`src/common/fetch_params.svh`:
```
// instruction fetch memory parameters: widths, cache geometry and AXI read codes
`ifndef FETCH_PARAMS_SVH
`define FETCH_PARAMS_SVH

// byte address width
`define FETCH_ADDR_W 32

// cache geometry, 8 lines of 16 bytes
`define FETCH_INDEX_W 3
`define FETCH_OFFSET_W 4

// AXI arsize code for 4-byte beats
`define AXI_SIZE_4 3'd2

// AXI arburst code for incrementing bursts
`define AXI_BURST_INCR 2'd1

// uncached device and boot region served by the I/O port
`define FETCH_IO_BASE 32'h1000_0000
`define FETCH_IO_LIMIT 32'h1000_FFFF

`endif

```
`src/common/fetch_pkg.sv`:
```
// shared word, address and AXI read channel types for the fetch memory subsystem
`include "fetch_params.svh"

package fetch_pkg;

	// one instruction or data word
	typedef logic [31:0] word_t;

	// byte address
	typedef logic [`FETCH_ADDR_W-1:0] addr_t;

	// one read address request
	typedef struct packed {
		addr_t addr;
		logic [7:0] len;
		logic [2:0] size;
		logic [1:0] burst;
	} ar_req_t;

	// one read data beat
	typedef struct packed {
		word_t data;
		logic last;
	} r_beat_t;

endpackage

```
`src/icache/icache.sv`:
```
// direct-mapped instruction cache with burst refill and fence.i invalidate
`timescale 1ns/1ns
`include "fetch_params.svh"

module icache (
	input logic clock,
	input logic reset,
	input fetch_pkg::addr_t paddr,
	input logic psel,
	input logic fence_flag,
	output logic pready,
	output fetch_pkg::word_t prdata,
	output logic arvalid,
	output fetch_pkg::ar_req_t ar,
	input logic arready,
	input logic rvalid,
	input fetch_pkg::r_beat_t r,
	output logic rready
);

	localparam int TAG_W = `FETCH_ADDR_W - `FETCH_INDEX_W - `FETCH_OFFSET_W;
	localparam int LINES = 1 << `FETCH_INDEX_W;
	localparam int BEATS = (1 << `FETCH_OFFSET_W) / 4;
	localparam int LINE_W = BEATS * 32;
	localparam int WSEL_W = `FETCH_OFFSET_W - 2;

	typedef enum logic [2:0] {
		S_IDLE,
		S_CHECK,
		S_ADDR,
		S_LOAD,
		S_UPDATE,
		S_PASS,
		S_FENCE
	} state_t;

	state_t state;
	state_t next_state;

	// line storage, tags and per-line valid bits
	logic [LINE_W-1:0] data_mem [LINES];
	logic [TAG_W-1:0] tag_mem [LINES];
	logic [LINES-1:0] valid;

	// refill assembly buffer
	logic [LINE_W-1:0] line_buf;

	logic [TAG_W-1:0] addr_tag;
	logic [`FETCH_INDEX_W-1:0] addr_index;
	logic [WSEL_W-1:0] word_sel;
	logic [LINE_W-1:0] line_word;
	logic hit;

	assign addr_tag = paddr[`FETCH_ADDR_W-1:`FETCH_INDEX_W+`FETCH_OFFSET_W];
	assign addr_index = paddr[`FETCH_INDEX_W+`FETCH_OFFSET_W-1:`FETCH_OFFSET_W];
	assign word_sel = paddr[`FETCH_OFFSET_W-1:2];

	assign hit = valid[addr_index] && (tag_mem[addr_index] == addr_tag);

	always_comb begin
		next_state = state;
		case (state)
			S_IDLE: begin
				if (psel) begin
					next_state = S_CHECK;
				end else if (fence_flag) begin
					next_state = S_FENCE;
				end
			end
			S_CHECK: begin
				next_state = hit ? S_PASS : S_ADDR;
			end
			S_ADDR: begin
				if (arready) begin
					next_state = S_LOAD;
				end
			end
			S_LOAD: begin
				// last beat of the refill burst
				if (rvalid && r.last) begin
					next_state = S_UPDATE;
				end
			end
			S_UPDATE: begin
				next_state = S_PASS;
			end
			S_PASS: begin
				// back-to-back request goes straight to check
				next_state = psel ? S_CHECK : S_IDLE;
			end
			S_FENCE: begin
				next_state = S_IDLE;
			end
			default: begin
				next_state = S_IDLE;
			end
		endcase
	end

	always_ff @(posedge clock) begin
		if (reset) begin
			state <= S_IDLE;
		end else begin
			state <= next_state;
		end
	end

	// beats arrive lowest word first and shift down into place
	always_ff @(posedge clock) begin
		if (state == S_LOAD && rvalid) begin
			line_buf <= {r.data, line_buf[LINE_W-1:32]};
		end
	end

	always_ff @(posedge clock) begin
		if (state == S_UPDATE) begin
			data_mem[addr_index] <= line_buf;
			tag_mem[addr_index] <= addr_tag;
		end
	end

	always_ff @(posedge clock) begin
		if (reset) begin
			valid <= '0;
		end else if (state == S_IDLE && next_state == S_FENCE) begin
			valid <= '0;
		end else if (state == S_UPDATE) begin
			valid[addr_index] <= 1'b1;
		end
	end

	assign line_word = data_mem[addr_index];
	assign prdata = line_word[{word_sel, 5'b0} +: 32];

	// line-aligned refill burst
	always_comb begin
		ar.addr = {addr_tag, addr_index, {`FETCH_OFFSET_W{1'b0}}};
		ar.len = 8'(BEATS - 1);
		ar.size = `AXI_SIZE_4;
		ar.burst = `AXI_BURST_INCR;
	end

	assign arvalid = (state == S_ADDR);
	assign rready = (state == S_LOAD);
	assign pready = (state == S_PASS);

endmodule

```
`src/rtl/uncached_fetch.sv`:
```
// uncached single-word reader for device and boot memory on the I/O port
`timescale 1ns/1ns
`include "fetch_params.svh"

module uncached_fetch (
	input logic clock,
	input logic reset,
	input logic psel,
	input fetch_pkg::addr_t paddr,
	output logic pready,
	output fetch_pkg::word_t prdata,
	output logic arvalid,
	output fetch_pkg::ar_req_t ar,
	input logic arready,
	input logic rvalid,
	input fetch_pkg::r_beat_t r,
	output logic rready
);

	typedef enum logic [1:0] {
		S_IDLE,
		S_ADDR,
		S_DATA,
		S_RESP
	} state_t;

	state_t state;

	// captured read data
	fetch_pkg::word_t data_q;

	always_ff @(posedge clock) begin
		if (reset) begin
			state <= S_IDLE;
		end else begin
			case (state)
				S_IDLE: if (psel) state <= S_ADDR;
				S_ADDR: if (arready) state <= S_DATA;
				S_DATA: if (rvalid) state <= S_RESP;
				default: state <= S_IDLE;
			endcase
		end
	end

	always_ff @(posedge clock) begin
		if (state == S_DATA && rvalid) begin
			data_q <= r.data;
		end
	end

	// single beat at the word-aligned address
	always_comb begin
		ar.addr = {paddr[`FETCH_ADDR_W-1:2], 2'b00};
		ar.len = 8'd0;
		ar.size = `AXI_SIZE_4;
		ar.burst = `AXI_BURST_INCR;
	end

	assign arvalid = (state == S_ADDR);
	assign rready = (state == S_DATA);
	assign pready = (state == S_RESP);
	assign prdata = data_q;

endmodule

```
`src/rtl/axi_read_arbiter.sv`:
```
// round-robin AXI read arbiter that locks the memory port for a whole burst
`timescale 1ns/1ns

module axi_read_arbiter (
	input logic clock,
	input logic reset,
	// client 0
	input logic c0_arvalid,
	input fetch_pkg::ar_req_t c0_ar,
	output logic c0_arready,
	output logic c0_rvalid,
	output fetch_pkg::r_beat_t c0_r,
	input logic c0_rready,
	// client 1
	input logic c1_arvalid,
	input fetch_pkg::ar_req_t c1_ar,
	output logic c1_arready,
	output logic c1_rvalid,
	output fetch_pkg::r_beat_t c1_r,
	input logic c1_rready,
	// memory side
	output logic m_arvalid,
	output fetch_pkg::ar_req_t m_ar,
	input logic m_arready,
	input logic m_rvalid,
	input fetch_pkg::r_beat_t m_r,
	output logic m_rready
);

	logic busy;
	logic owner;
	logic last_served;
	logic pick;
	logic grant;
	logic burst_done;

	// on a tie the client not served last time wins
	always_comb begin
		if (c0_arvalid && c1_arvalid) begin
			pick = ~last_served;
		end else begin
			pick = c1_arvalid;
		end
	end

	// grant follows pick while idle so no cycle is lost
	assign grant = busy ? owner : pick;

	assign burst_done = busy && m_rvalid && m_rready && m_r.last;

	always_ff @(posedge clock) begin
		if (reset) begin
			busy <= 1'b0;
			owner <= 1'b0;
			last_served <= 1'b1;
		end else if (!busy) begin
			if (c0_arvalid || c1_arvalid) begin
				busy <= 1'b1;
				owner <= pick;
				last_served <= pick;
			end
		end else if (burst_done) begin
			busy <= 1'b0;
		end
	end

	// address channel toward memory
	assign m_arvalid = grant ? c1_arvalid : c0_arvalid;
	assign m_ar = grant ? c1_ar : c0_ar;
	assign c0_arready = m_arready && !grant;
	assign c1_arready = m_arready && grant;

	// data beats back to the owner only
	assign c0_rvalid = m_rvalid && busy && !owner;
	assign c1_rvalid = m_rvalid && busy && owner;
	assign c0_r = (busy && !owner) ? m_r : '0;
	assign c1_r = (busy && owner) ? m_r : '0;

	always_comb begin
		if (!busy) begin
			m_rready = 1'b0;
		end else begin
			m_rready = owner ? c1_rready : c0_rready;
		end
	end

endmodule

```
`src/rtl/fetch_mem_top.sv`:
```
// instruction memory side: fetch cache and uncached I/O reader sharing one AXI read master
`timescale 1ns/1ns

module fetch_mem_top (
	input logic clock,
	input logic reset,
	// fetch port
	input fetch_pkg::addr_t fetch_paddr,
	input logic fetch_psel,
	input logic fetch_fence,
	output logic fetch_pready,
	output fetch_pkg::word_t fetch_prdata,
	// I/O port
	input fetch_pkg::addr_t io_paddr,
	input logic io_psel,
	output logic io_pready,
	output fetch_pkg::word_t io_prdata,
	// memory read master
	output logic m_arvalid,
	output fetch_pkg::ar_req_t m_ar,
	input logic m_arready,
	input logic m_rvalid,
	input fetch_pkg::r_beat_t m_r,
	output logic m_rready
);

	logic ic_arvalid;
	fetch_pkg::ar_req_t ic_ar;
	logic ic_arready;
	logic ic_rvalid;
	fetch_pkg::r_beat_t ic_r;
	logic ic_rready;

	logic io_arvalid;
	fetch_pkg::ar_req_t io_ar;
	logic io_arready;
	logic io_rvalid;
	fetch_pkg::r_beat_t io_r;
	logic io_rready;

	icache u_icache (
		.clock(clock),
		.reset(reset),
		.paddr(fetch_paddr),
		.psel(fetch_psel),
		.fence_flag(fetch_fence),
		.pready(fetch_pready),
		.prdata(fetch_prdata),
		.arvalid(ic_arvalid),
		.ar(ic_ar),
		.arready(ic_arready),
		.rvalid(ic_rvalid),
		.r(ic_r),
		.rready(ic_rready)
	);

	uncached_fetch u_uncached_fetch (
		.clock(clock),
		.reset(reset),
		.psel(io_psel),
		.paddr(io_paddr),
		.pready(io_pready),
		.prdata(io_prdata),
		.arvalid(io_arvalid),
		.ar(io_ar),
		.arready(io_arready),
		.rvalid(io_rvalid),
		.r(io_r),
		.rready(io_rready)
	);

	// cache is client 0
	axi_read_arbiter u_axi_read_arbiter (
		.clock(clock),
		.reset(reset),
		.c0_arvalid(ic_arvalid),
		.c0_ar(ic_ar),
		.c0_arready(ic_arready),
		.c0_rvalid(ic_rvalid),
		.c0_r(ic_r),
		.c0_rready(ic_rready),
		.c1_arvalid(io_arvalid),
		.c1_ar(io_ar),
		.c1_arready(io_arready),
		.c1_rvalid(io_rvalid),
		.c1_r(io_r),
		.c1_rready(io_rready),
		.m_arvalid(m_arvalid),
		.m_ar(m_ar),
		.m_arready(m_arready),
		.m_rvalid(m_rvalid),
		.m_r(m_r),
		.m_rready(m_rready)
	);

endmodule

```
`config.mk`:
```
export PLATFORM = sky130hd
export DESIGN_NAME = fetch_mem_top
export DESIGN_NICKNAME = d
export VERILOG_FILES = /design/src/common/fetch_pkg.sv /design/src/icache/icache.sv /design/src/rtl/uncached_fetch.sv /design/src/rtl/axi_read_arbiter.sv /design/src/rtl/fetch_mem_top.sv
export VERILOG_INCLUDE_DIRS = /design/src /design/src/common
export SDC_FILE = /design/constraint.sdc
export NUM_CORES = 1
export LEC_CHECK = 0
export ABC_AREA = 1
export BUFFER_PORTS_ARGS = -buffer_cell sky130_fd_sc_hd__buf_2
export CAP_MARGIN = 25
export CELL_PAD_IN_SITES_DETAIL_PLACEMENT = 1
export CELL_PAD_IN_SITES_GLOBAL_PLACEMENT = 2
export CORE_MARGIN = 3
export CORE_UTILIZATION = 40
export CTS_CLUSTER_DIAMETER = 120
export CTS_CLUSTER_SIZE = 28
export DETAILED_ROUTE_END_ITERATION = 8
export PLACE_DENSITY_LB_ADDON = 0.05
export SLEW_MARGIN = 20
export SYNTH_ARGS = -nofsm -noshare
export SYNTH_HDL_FRONTEND = slang
export SYNTH_HIERARCHICAL = 1
export SYNTH_SLANG_ARGS = --single-unit
export TNS_END_PERCENT = 20
```
`constraint.sdc`:
```
create_clock -name clock -period 9.9 [get_ports clock]
set_input_delay 1.485 -clock clock [delete_from_list [all_inputs] [get_ports clock]]
set_output_delay 1.485 -clock clock [all_outputs]
set_load 0.01 [all_outputs]
```
==> Yosys cells after proc, flatten, opt, wreduce, memory -nomap -nowiden <==
Memories as Yosys holds them, arrays and structs flattened.
Cells that the tools add are included.
{ "word_totals": {"reg_bits": 176, "mem_bits_rw": 1224, "in_bits": 104, "out_inout_bits": 113, "elab_cells": 81, "n_memories": 2} }
{ "memory_table": {"columns": ["memory", "depth", "width", "read_ports", "rd_clocked_by_memory_dff", "write_ports", "line_no", "source"], "rows": [
  ["u_icache.data_mem", 8, 128, 1, 0, 1, "icache.sv:41", "logic [LINE_W-1:0] data_mem [LINES];"],
  ["u_icache.tag_mem", 8, 25, 1, 0, 1, "icache.sv:42", "logic [TAG_W-1:0] tag_mem [LINES];"]
]} }
{ "op_classes": {"magnitude_cmp": 2, "n_eq_ne": 13, "n_shift": 1, "muxes": 27, "bitwise": 3, "n_reduce_logical": 24} }
{ "op_table": {"columns": ["op", "n"], "rows": [
  ["$shiftx 128x8->32", 1],
  ["$mux 45", 1],
  ["$eq 25x25->1", 1],
  ["$pmux 3 s6", 1],
  ["$logic_and 1x1->1", 16],
  ["$mux 3", 5],
  ["$mux 1", 14],
  ["$eq 3x3->1 const B", 3],
  ["$or 8x8->8", 1],
  ["$eq 3x2->1 const B", 2],
  ["$mux 2", 3],
  ["$ne 2x2->1 const B", 3],
  ["$pmux 2 s3", 1],
  ["$eq 2x2->1 const B", 2],
  ["$lt 3x4->1 const B", 1],
  ["$bmux 1 s3", 1],
  ["$demux 1 s3", 1],
  ["$eq 3x1->1 const B", 1],
  ["$ge 3x1->1 const B", 1],
  ["$logic_not 3->1", 1],
  ["$reduce_and 3->1", 1],
  ["$eq 2x1->1 const B", 1],
  ["$logic_not 1->1", 2],
  ["$logic_not 2->1", 1],
  ["other kinds (4)", 5]
]} }

==> Logic depth before layout (Yosys ltp) <==
{ "depth": {"word_depth": 11, "depth_mapped": 19} }

==> Cells and area by module <==
The synthesis kept the hierarchy.
{ "by_module_without_submodules": {"columns": ["module", "instances", "cells_each", "area_per_inst_um2"], "rows": [
  ["icache", 1, 3588, 51724.6],
  ["uncached_fetch", 1, 108, 1497.7],
  ["axi_read_arbiter", 1, 286, 1161.1]
]} }

==> Worst setup path after synthesis <==
Ideal clock, no wire load.
{ "synth_timing": {"path_type": "input to register", "start": "input fetch_paddr[4]", "end": "memory u_icache/data_mem[0][0] (netlist name) (enable)", "setup_time_ps": 669, "t_arrival_ps": 8748, "t_required_ps": 9231, "path_slack_ps": 483, "path_stages": 8, "cell_sequence": "buf_4 > inv_2 > buf_6 > buf_2 > nand2_1 > buf_4 > buf_6 > nor2_1"} }
{ "synth_rtl": {"columns": ["element", "line_no", "source"], "rows": [
  ["start: declaration", "fetch_mem_top.sv:8", "input fetch_pkg::addr_t fetch_paddr,"],
  ["end: declaration", "icache.sv:41", null]
]} }
No word-level cell before the write port.

==> Final worst setup path <==
{ "layout_timing": {"start": "input fetch_paddr[5]", "end": "output fetch_prdata[12]"} }
{ "layout_via": {"elab_chain_cells": 2} }
{ "layout_lines": {"columns": ["element", "line_no", "source"], "rows": [
  ["$mem_v2 8x128", null, null],
  ["$shiftx 128x8->32", "icache.sv:133", "assign prdata = line_word[{word_sel, 5'b0} +: 32];"],
  ["end: declaration", "fetch_mem_top.sv:12", "output fetch_pkg::word_t fetch_prdata,"]
]} }
No other way between the ends.

==> run_results.csv <==
group,metric,value,unit
outcome,outcome,"completed",
pwr,sequentialPowerShare,63.1,%
grt,track_usage,21.1,%
die,row_count,134,
final_layout,synthToLayoutAreaGrowth,7.66,%
grt,antenna_found_initial,15,
routing,drt-wirelength-per-cell,25.6,microns
grt,grt_overflow,0,
sta,min_period,6430,ps
place,dp_cells,5783,
sta,setup_viol,0,
pwr,p_sw_share,24.2,%
routing,drc,0,
sta,rsz0062_at_grt,"no",
die,die_area,140000,sq um
setup_path,critPathMaxFanout,53,
setup_path,critical_path_required,8420,ps
hold_path,min_to,"u_axi_read_arbiter/last_served$_SDFFE_PP1P_",
routing,vias,31100,
pwr,power.switching,2.53,mW
routing,drtIter0Drc,2228,
pwr,p_per_area,178,nW/um^2
final_layout,fin_nets,4183,
job,cap_violations,0,
yosys,syn_area_per_cell,13.7,sq um
clock_tree,ctsHtreeMaxLevel,2,
sta,max_freq,0.155,GHz
routing,ant_nets,0,
setup_path,path_delay_family,"buffers and inverters",
hold_path,hold_path_class,"flop to flop",
setup_path,worstSetupPathType,"input port to output port",
setup_path,worstPathCellList,"buf_2 > nor2_4 > buf_4 > nand2_2 > inv_4 > buf_4 > nand2_1 > a41oi_1 > o21ai_0 > nand2_1 > buf_2",
clock_tree,root_buffer,"clkbuf_16",
setup_path,ff2ff_path_depth,8,
setup_path,slowest_stage,"inv_4",
die,ios,217,
pwr,pwr-share-comb,9.5,%
grt,grt_start_max_net_pins,129,
hold_path,hold_start,"u_axi_read_arbiter/last_served$_SDFFE_PP1P_",
clock_tree,cts_hold_buf,0,
setup_path,crit_buf_inv,5,
hold_path,worst_hold_path.num_cells,2,
clock_tree,cts_max_path_buffers,3,
final_layout,finalNonFillerCells,5867,
clock_tree,clk_latency,700,ps
yosys,synth_area,54400,sq um
place,routabilityCongestion,0.705,
clock_tree,path_clk_slew,110,ps
sta,final-max-slew-violation-count,0,
sta,relSlewSlack,30.7,%
sta,tightest_slew,1040,ps
routing,wl,150,mm
setup_path,r2r_start,"u_icache/state[1]$_SDFF_PP0_",
die,dieHeight,375,microns
grt,grt_pass1_vias,31800,
sta,hold_viol,0,
setup_path,worstPathArrival,4950,ps
sta,clock_skew,18.0,ps
setup_path,start_kind,"input port",
grt,grt_first_pass_wirelength,220,mm
pwr,irDropWorstVdd,0.134,mV
clock_tree,cts_resized,0,
pwr,p_leak,20.6,nW
clock_tree,post_cts_buffers,0,
place,post-dp-hpwl,77.8,mm
final_layout,drive_gt1_share,9.23,%
clock_tree,cts.sinks,1400,
die,core_area,134000,sq um
routing,viasPerCell,5.30,
setup_path,cp_slowest_stage_delay,810,ps
die,start_util,40.5,%
yosys,yosysWarnings,6,
setup_path,crit_path_end_kind,"output port",
place,portBuffers,201,
sta,period_share,65.0,%
sta,fin_setup_tns,0,ps
setup_path,r2r-end,"u_icache/tag_mem[1][2]$_DFFE_PP_",
pwr,p_int,7.90,mW
clock_tree,cts_tree,"yes",
routing,drt_first_pass_iters,6,
setup_path,r2r_slack,6740,ps
yosys,syn-instance-count,3981,
die,die_width,375,microns
pwr,p_clk_share,27.4,%
clock_tree,cts_buffers,56,
## worst max-delay path by stage
stage                   startpoint                                 to  slack, ps  cells past startpoint
floorplan           fetch_paddr[4]  u_icache/data_mem[0][0]$_DFFE_PP_        480                      8
detailed placement  fetch_paddr[5]                   fetch_prdata[12]       3420                     11
CTS                 fetch_paddr[5]                   fetch_prdata[12]       3420                     11
global route        fetch_paddr[5]                   fetch_prdata[12]       3180                     11
global placement    fetch_paddr[5]                   fetch_prdata[31]       3380                     13
finish              fetch_paddr[5]                   fetch_prdata[12]       3470                     11
## final cells by class
type	count	area (sq um)
sequential	1400	41900
tap	1768	2210
timing repair buffer	270	1710
fill	13600	75800
antenna	2	5.00
clock inverter	6	53.8
inverter	381	1440
multi-input combinational	1965	9720
clock buffer	75	1530
## layer usage
| layer | GRT usage [%] | up-vias | part of all wire, % |
|---|---|---|---|
| li1 | - | 14200 | - |
| met1 | 31.1 | 16300 | 48 |
| met2 | 34.6 | 523 | 47 |
| met3 | 2.69 | 95 | 3.8 |
| met4 | 2.76 | 2 | 1.1 |
| met5 | 0 | - | 0.0086 |
## power by group through the flow
stage	Sequential (mW)	Clock, mW	Combinational (mW)
2_1_floorplan	6.72	0	0.587
3_3_place_gp	6.71	0	1.00
3_5_place_dp	6.71	0	1.01
4_1_cts	6.58	2.97	1.02
5_1_grt	6.59	3.15	1.11
6_report	6.58	2.86	0.990
## worst min-delay path: cells and delay by family (launching register included)
family / cells / cell delay (ps)
flops: 1 / 330
compound gates: 1 / 70
simple gates: 1 / 60
## sequential cells by signal, summed over array words and instances (netlist names)
signal and flops:
u_uncached_fetch/prdata 32, u_icache/tag_mem 200, u_axi_read_arbiter/busy 1, u_icache/valid 8, u_axi_read_arbiter/owner 1, u_icache/line_buf 128, u_axi_read_arbiter/last_served 1, u_icache/data_mem 1024
u_icache/state 3, u_uncached_fetch/state 2
## metrics by stage
step	hold slack (ps)	power (mW)	instance area (sq um)	setup WS [ps]	util, %
floorplan	451	7.31	54500	483	-
finish	495	10.4	58500	3470	43.6
detailed placement	476	7.73	56900	3420	42.4
CTS	502	10.6	58500	3420	43.6
global placement	466	7.71	56900	3380	42.4
global route	514	10.9	58500	3180	43.6
## cell usage in the layout (no fill, tap or decap), types with 3 or more instances in the layout
cell          n
nand2_2       4
buf_4        57
clkbuf_1     16
a211oi_1     12
conb_1       32
o22ai_1       5
o211ai_1     34
nand2_4       3
inv_2         9
a22oi_1      62
o21ai_0      75
o2bb2ai_1     9
o311ai_0      3
nor2_1      266
inv_1       368
o221ai_1      3
o2111a_1     10
nand2_1     919
a22o_1       41
dfxtp_1      16
edfxtp_1   1384
nor3_1       11
o21ai_1       8
a41oi_1       4
a32o_1        3
a21oi_1      64
or2_1         8
buf_12       13
a221oi_1    128
nor2_4       18
nand3_1     118
nand4_1     109
buf_2       199
clkbuf_16    58
ha_1          5
clkinv_2      4
(Power assumes the default switching activity.)
